<file path="config.mk">
export PLATFORM = sky130hd
export DESIGN_NAME = controlSequencer
export DESIGN_NICKNAME = d
export VERILOG_FILES = /design/src/rtl/cpuPkg.sv /design/src/rtl/controlSequencer.sv
export SDC_FILE = /design/constraint.sdc
export NUM_CORES = 1
export LEC_CHECK = 0
export BUFFER_PORTS_ARGS = -buffer_cell sky130_fd_sc_hd__buf_2
export CORE_UTILIZATION = 38
export CTS_CLUSTER_SIZE = 40
export DETAILED_ROUTE_END_ITERATION = 8
export PLACE_DENSITY_LB_ADDON = 0.3
export REMOVE_ABC_BUFFERS = 1
export SETUP_SLACK_MARGIN = 0.2
export SYNTH_ARGS = -nofsm -noshare
export SYNTH_HDL_FRONTEND = slang
export SYNTH_SLANG_ARGS = --single-unit
</file>
<file path="constraint.sdc">
create_clock -name Clock -period 2.4 [get_ports Clock]
set_input_delay 0 -clock Clock [delete_from_list [all_inputs] [get_ports Clock]]
set_output_delay 0 -clock Clock [all_outputs]
set_load 0.02 [all_outputs]
</file>
<file path="src/rtl/cpuPkg.sv">
package cpuPkg;

	localparam int dataWidth = 32;

	// instruction field positions
	localparam int opMsb = 31;
	localparam int opLsb = 27;
	localparam int raMsb = 26;
	localparam int raLsb = 23;
	localparam int rbMsb = 22;
	localparam int rbLsb = 19;
	localparam int rcMsb = 18;
	localparam int rcLsb = 15;
	localparam int immWidth = 19; // bits 18..0, sign-extended

	typedef enum logic [4:0] {
		opAdd  = 5'b00000,
		opSub  = 5'b00001,
		opAnd  = 5'b00010,
		opOr   = 5'b00011,
		opNot  = 5'b00100,
		opMul  = 5'b00101,
		opDiv  = 5'b00110,
		opRol  = 5'b00111,
		opRor  = 5'b01000,
		opShr  = 5'b01001,
		opShra = 5'b01010,
		opShl  = 5'b01011,
		opNeg  = 5'b01100,
		opLdi  = 5'b01101,
		opHalt = 5'b11111
	} opcodeE;

	typedef enum logic [3:0] {
		aluAdd, aluSub, aluAnd, aluOr, aluNot, aluMul, aluDiv,
		aluRol, aluRor, aluShr, aluShra, aluShl, aluNeg
	} aluOpE;

	typedef enum logic [2:0] {
		stepT0 = 3'd0,
		stepT1 = 3'd1,
		stepT2 = 3'd2,
		stepT3 = 3'd3,
		stepT4 = 3'd4,
		stepT5 = 3'd5,
		stepStopped = 3'd7
	} stepE;

	typedef enum logic [2:0] {
		busNone, busPc, busZLow, busMdr, busReg, busImm
	} busSrcE;

	function automatic aluOpE opToAlu(opcodeE op);
		case (op)
			opSub:   return aluSub;
			opAnd:   return aluAnd;
			opOr:    return aluOr;
			opNot:   return aluNot;
			opMul:   return aluMul;
			opDiv:   return aluDiv;
			opRol:   return aluRol;
			opRor:   return aluRor;
			opShr:   return aluShr;
			opShra:  return aluShra;
			opShl:   return aluShl;
			opNeg:   return aluNeg;
			default: return aluAdd; // add, and anything that is not an ALU op
		endcase
	endfunction

endpackage

</file>
<file path="src/rtl/controlSequencer.sv">
`timescale 1ns/100ps
module controlSequencer (
	input  logic                         Clock,
	input  logic                         rstN,
	input  logic [cpuPkg::dataWidth-1:0] ir,
	output cpuPkg::busSrcE               busSrc,
	output logic [3:0]                   regIndex,
	output logic                         pcEn,
	output logic                         marEn,
	output logic                         mdrEn,
	output logic                         irEn,
	output logic                         yEn,
	output logic                         zEn,
	output logic                         hiLoEn,
	output logic                         regEn,
	output logic                         incPc,
	output logic                         memRead,
	output logic                         halted,
	output cpuPkg::aluOpE                aluOp
);

	cpuPkg::stepE   step;
	cpuPkg::stepE   nextStep;
	cpuPkg::opcodeE opcode;
	logic [3:0]     ra;
	logic [3:0]     rb;
	logic [3:0]     rc;
	logic           running; // low for the first cycle out of reset
	logic           isHiLo;

	assign opcode = cpuPkg::opcodeE'(ir[cpuPkg::opMsb:cpuPkg::opLsb]);
	assign ra = ir[cpuPkg::raMsb:cpuPkg::raLsb];
	assign rb = ir[cpuPkg::rbMsb:cpuPkg::rbLsb];
	assign rc = ir[cpuPkg::rcMsb:cpuPkg::rcLsb];
	assign isHiLo = (opcode == cpuPkg::opMul) || (opcode == cpuPkg::opDiv);

	assign aluOp = cpuPkg::opToAlu(opcode); // valid in every step
	assign halted = (step == cpuPkg::stepStopped);

	always_ff @(posedge Clock or negedge rstN) begin
		if (!rstN) begin
			step <= cpuPkg::stepT0;
			running <= 1'b0;
		end else begin
			running <= 1'b1;
			if (running) begin
				step <= nextStep;
			end
		end
	end

	always_comb begin
		busSrc = cpuPkg::busNone;
		regIndex = ra; // write-back target unless a step reads rb or rc
		pcEn = 1'b0;
		marEn = 1'b0;
		mdrEn = 1'b0;
		irEn = 1'b0;
		yEn = 1'b0;
		zEn = 1'b0;
		hiLoEn = 1'b0;
		regEn = 1'b0;
		incPc = 1'b0;
		memRead = 1'b0;
		nextStep = step;
		if (running) begin
			case (step)
				cpuPkg::stepT0: begin // MAR <- PC, Z <- PC + 1
					busSrc = cpuPkg::busPc;
					marEn = 1'b1;
					incPc = 1'b1;
					zEn = 1'b1;
					nextStep = cpuPkg::stepT1;
				end
				cpuPkg::stepT1: begin // PC <- Z low, MDR <- memory
					busSrc = cpuPkg::busZLow;
					pcEn = 1'b1;
					memRead = 1'b1;
					mdrEn = 1'b1;
					nextStep = cpuPkg::stepT2;
				end
				cpuPkg::stepT2: begin
					busSrc = cpuPkg::busMdr;
					irEn = 1'b1;
					nextStep = cpuPkg::stepT3;
				end
				cpuPkg::stepT3: begin
					if (opcode == cpuPkg::opHalt) begin
						nextStep = cpuPkg::stepStopped;
					end else if (opcode == cpuPkg::opLdi) begin
						busSrc = cpuPkg::busImm; // Ra <- immediate, done in 4 steps
						regEn = 1'b1;
						nextStep = cpuPkg::stepT0;
					end else begin
						busSrc = cpuPkg::busReg;
						regIndex = rb;
						yEn = 1'b1;
						nextStep = cpuPkg::stepT4;
					end
				end
				cpuPkg::stepT4: begin // Z <- Y op Rc
					busSrc = cpuPkg::busReg;
					regIndex = rc;
					zEn = 1'b1;
					nextStep = cpuPkg::stepT5;
				end
				cpuPkg::stepT5: begin
					if (isHiLo) begin
						hiLoEn = 1'b1;
					end else begin
						busSrc = cpuPkg::busZLow;
						regEn = 1'b1;
					end
					nextStep = cpuPkg::stepT0;
				end
				default: nextStep = cpuPkg::stepStopped; // stays here until reset
			endcase
		end
	end

	// every enable that loads from the bus needs a driver on it
	busDriven: assert property (@(posedge Clock) disable iff (!rstN)
		(pcEn || marEn || irEn || yEn || zEn || regEn) |-> busSrc != cpuPkg::busNone);

	readOnlyInT1: assert property (@(posedge Clock) disable iff (!rstN)
		memRead |-> step == cpuPkg::stepT1);

	// only a known ALU opcode may reach the execute step
	aluOpcodeInT4: assert property (@(posedge Clock) disable iff (!rstN)
		(step == cpuPkg::stepT4) |->
			!$isunknown(opcode) && (opcode inside {[cpuPkg::opAdd:cpuPkg::opNeg]}));

endmodule

</file>
==> metrics.md <==
| Metric | Value |
|---|---|
| Status | `finished, final reports clean` |
| Commonest cells post-synth | `nand2_1 (12), buf_4 (6), nor2_1 (6)` |
| Final min period | `1.64 ns` |
| Setup TNS | `0 ns` |
| Netlist cell types | `34` |
| Yosys warns | `0` |
| Post-layout worst setup margin | `0.761 ns` |
| Via density | `5.31` |
| Fillers | `141` |
| Max-cap violations | `0` |
| Initial core utilization | `0.431` |
| Total die area | `1710 um2` |
| RR Startpoint | `step[0]` |
| Antenna violations before repair | `0` |
| Busiest grt layer | `met2` |
| Crit. Startpoint | `step[0]` |
| Fin crit share | `0.683` |
| Cell Area, Synth | `589 um2` |
| Startpoint Class | `register` |
| # IOs | `56` |
| Synthesis-to-finish area growth | `31.8%` |
| Die Ht | `41.4 um` |
| Area of the core | `1370 um2` |
| CTS tree | `done` |
| # DRC | `0` |
| Largest net degree at the start of global routing | `15` |
| Fmax | `610 MHz` |
| Crit path max fanout | `14` |
| H-tree levels | `1` |
| Clock Path Buffers | `2` |
| Grt total ovfl | `0` |
| Final slew viol count | `0` |
| Met1 usage | `0.188` |
| CTS buffer count | `3` |
| Yosys reg bits | `4` |
| CP endpoint kind | `output pin` |
| Register area share after synthesis | `0.170` |
| Tot GR Track Use | `0.170` |
| Clock Skews | `0.00529 ns` |
| Die Span X | `41.4 um` |
| Post-synth ARST share | `1.00` |
| Leakage | `0.000409 uW` |
| Met2 Resource Use GR | `0.324` |
| Rows | `13` |
| Final Setup Violations | `0` |
| DP HPWL | `1.19 mm` |
| Met3 Resource Use GR | `0.0160` |
| EDFF count, synth | `0` |
| Largest cells by area after synthesis | `dfrtp_1 (17%), o211ai_2 (8.5%), buf_4 (7.6%)` |
| Clock-pin slew on the worst setup and hold paths | `0.04 ns` |
| Layout cell share with drive strength beyond 1 | `0.464` |
| Clock sink count | `4` |
| WL per Instance | `11.7 um` |
| Final core utilization | `0.569` |
| VDD IR max | `562 uV` |
| DR iter-0 viols | `6` |
| RSZ-0062 raised after global routing | `no` |
| Post-Place Setup Slack | `1.01 ns` |
| WP data arrival | `1.64 ns` |
| Most instantiated library cell after synthesis | `nand2_1` |
| Final WL | `1.49 mm` |
| Antenna diodes | `0` |
| IO buf count | `40` |
| Hold Crit Class | `in2async` |
| Worst path required time | `2.40 ns` |
| Largest area contributor in the netlist | `dfrtp_1` |
| Vias | `675` |
| Syn_area_per_cell | `7.75 um2` |
| Last weighted congestion value of the routability-driven placer | `0.761` |
| Synth top area share | `0.170` |
| First-pass GRT wire length | `1.92 mm` |
| Final Hold Fails | `0` |
| PwrDens | `823 nW/um2` |
| Layout net count | `148` |
| Clock Latency Late Sink | `0.24 ns` |
| Post-Syn Instances | `76` |
| Clk root buf | `clkbuf_4` |
| ANT nets after route | `0` |
| Vias in the first global route | `492` |
| Critical path type | `reg2out` |
| Main flop type after synthesis | `dfrtp_1` |
| DR pass1 iterations | `4` |
-- layout by cell type (no fill, tap or decap), types with 2 or more instances in the layout --
master,n
buf_2,40
nand2_1,12
nor2_1,6
a21oi_1,5
o211ai_1,4
o211ai_2,4
dfrtp_1,4
nand2b_1,3
nor3_1,3
clkbuf_4,3
nand3_1,2
xnor2_1,2
o21a_1,2
and3_1,2
-- worst max-delay path, cell delays in order (launching register included) --
cell and delay (ns):
dfrtp_1 0.55, and4b_1 0.38, o21a_4 0.21, o211ai_2 0.09, buf_2 0.16
-- cells by family (layout without fill, tap and decap cells) --
| logic type | after synthesis | after routing | synth area share |
|---|---|---|---|
| AO/OA/AOI/OAI | 21 | 21 | 0.297 |
| XOR/XNOR | 3 | 3 | 0.0573 |
| buffers and inverters | 9 | 45 | 0.115 |
| flip-flops | 4 | 4 | 0.170 |
| other | 1 | 1 | 0.00636 |
| AND/OR/NAND/NOR | 38 | 38 | 0.355 |
-- what timing repair did --
item,CTS,global route
buffers inserted,0,0
endpoints found under the setup margin,0,0
hold endpoints to repair,4,0
hold buffers,1,0
resized for setup,0,0
-- per-stage QoR --
step	instance area (um2)	total power, uW	std cells	hold WS [ns]
finish	777	639	127	0.0836
global route	777	697	127	0.0875
CTS	777	646	127	0.0867
detailed placement	744	559	123	-0.196
global placement	744	553	123	-0.197
floorplan	526	430	68	-0.296
-- layer usage --
metal  wire (um)  vias to the layer above
met5           0                        -
met1         599                      299
li1            -                      348
met3          90                        0
met4           0                        0
met2         796                       28
-- area by class of cell --
class	instances	area, um2	share of cell area
Timing Repair Buffer	41	210	0.271
Inverter	1	3.75	0.00483
Sequential cell	4	100	0.129
Tap cell	15	18.8	0.0242
Multi-Input combinational cell	63	422	0.543
Clock buffer	3	22.5	0.0290
-- state kept, by name (all words and copies together) (netlist names) --
name / cells
step: 3
running: 1
-- path summary, 6_finish.rpt --
path | slack, ns | endpoint | cells after the start
worst min register to register | 0.68 | step[0] | 2
worst max register to register | 1.05 | step[1] | 3
max in group asynchronous | 2.20 | step[1] | 2
min in group Clock | 0.12 | step[0] | 3
worst min-delay path | 0.08 | step[2] | 2
worst max-delay path | 0.76 | regIndex[1] | 4
-- power by group --
group,switching (uW),internal [uW],total [uW]
combinational,223,169,393
clock,26.9,55.9,82.7
sequential,71.6,92.5,164
total,322,318,639
Power figures use the tool's default switching activity.
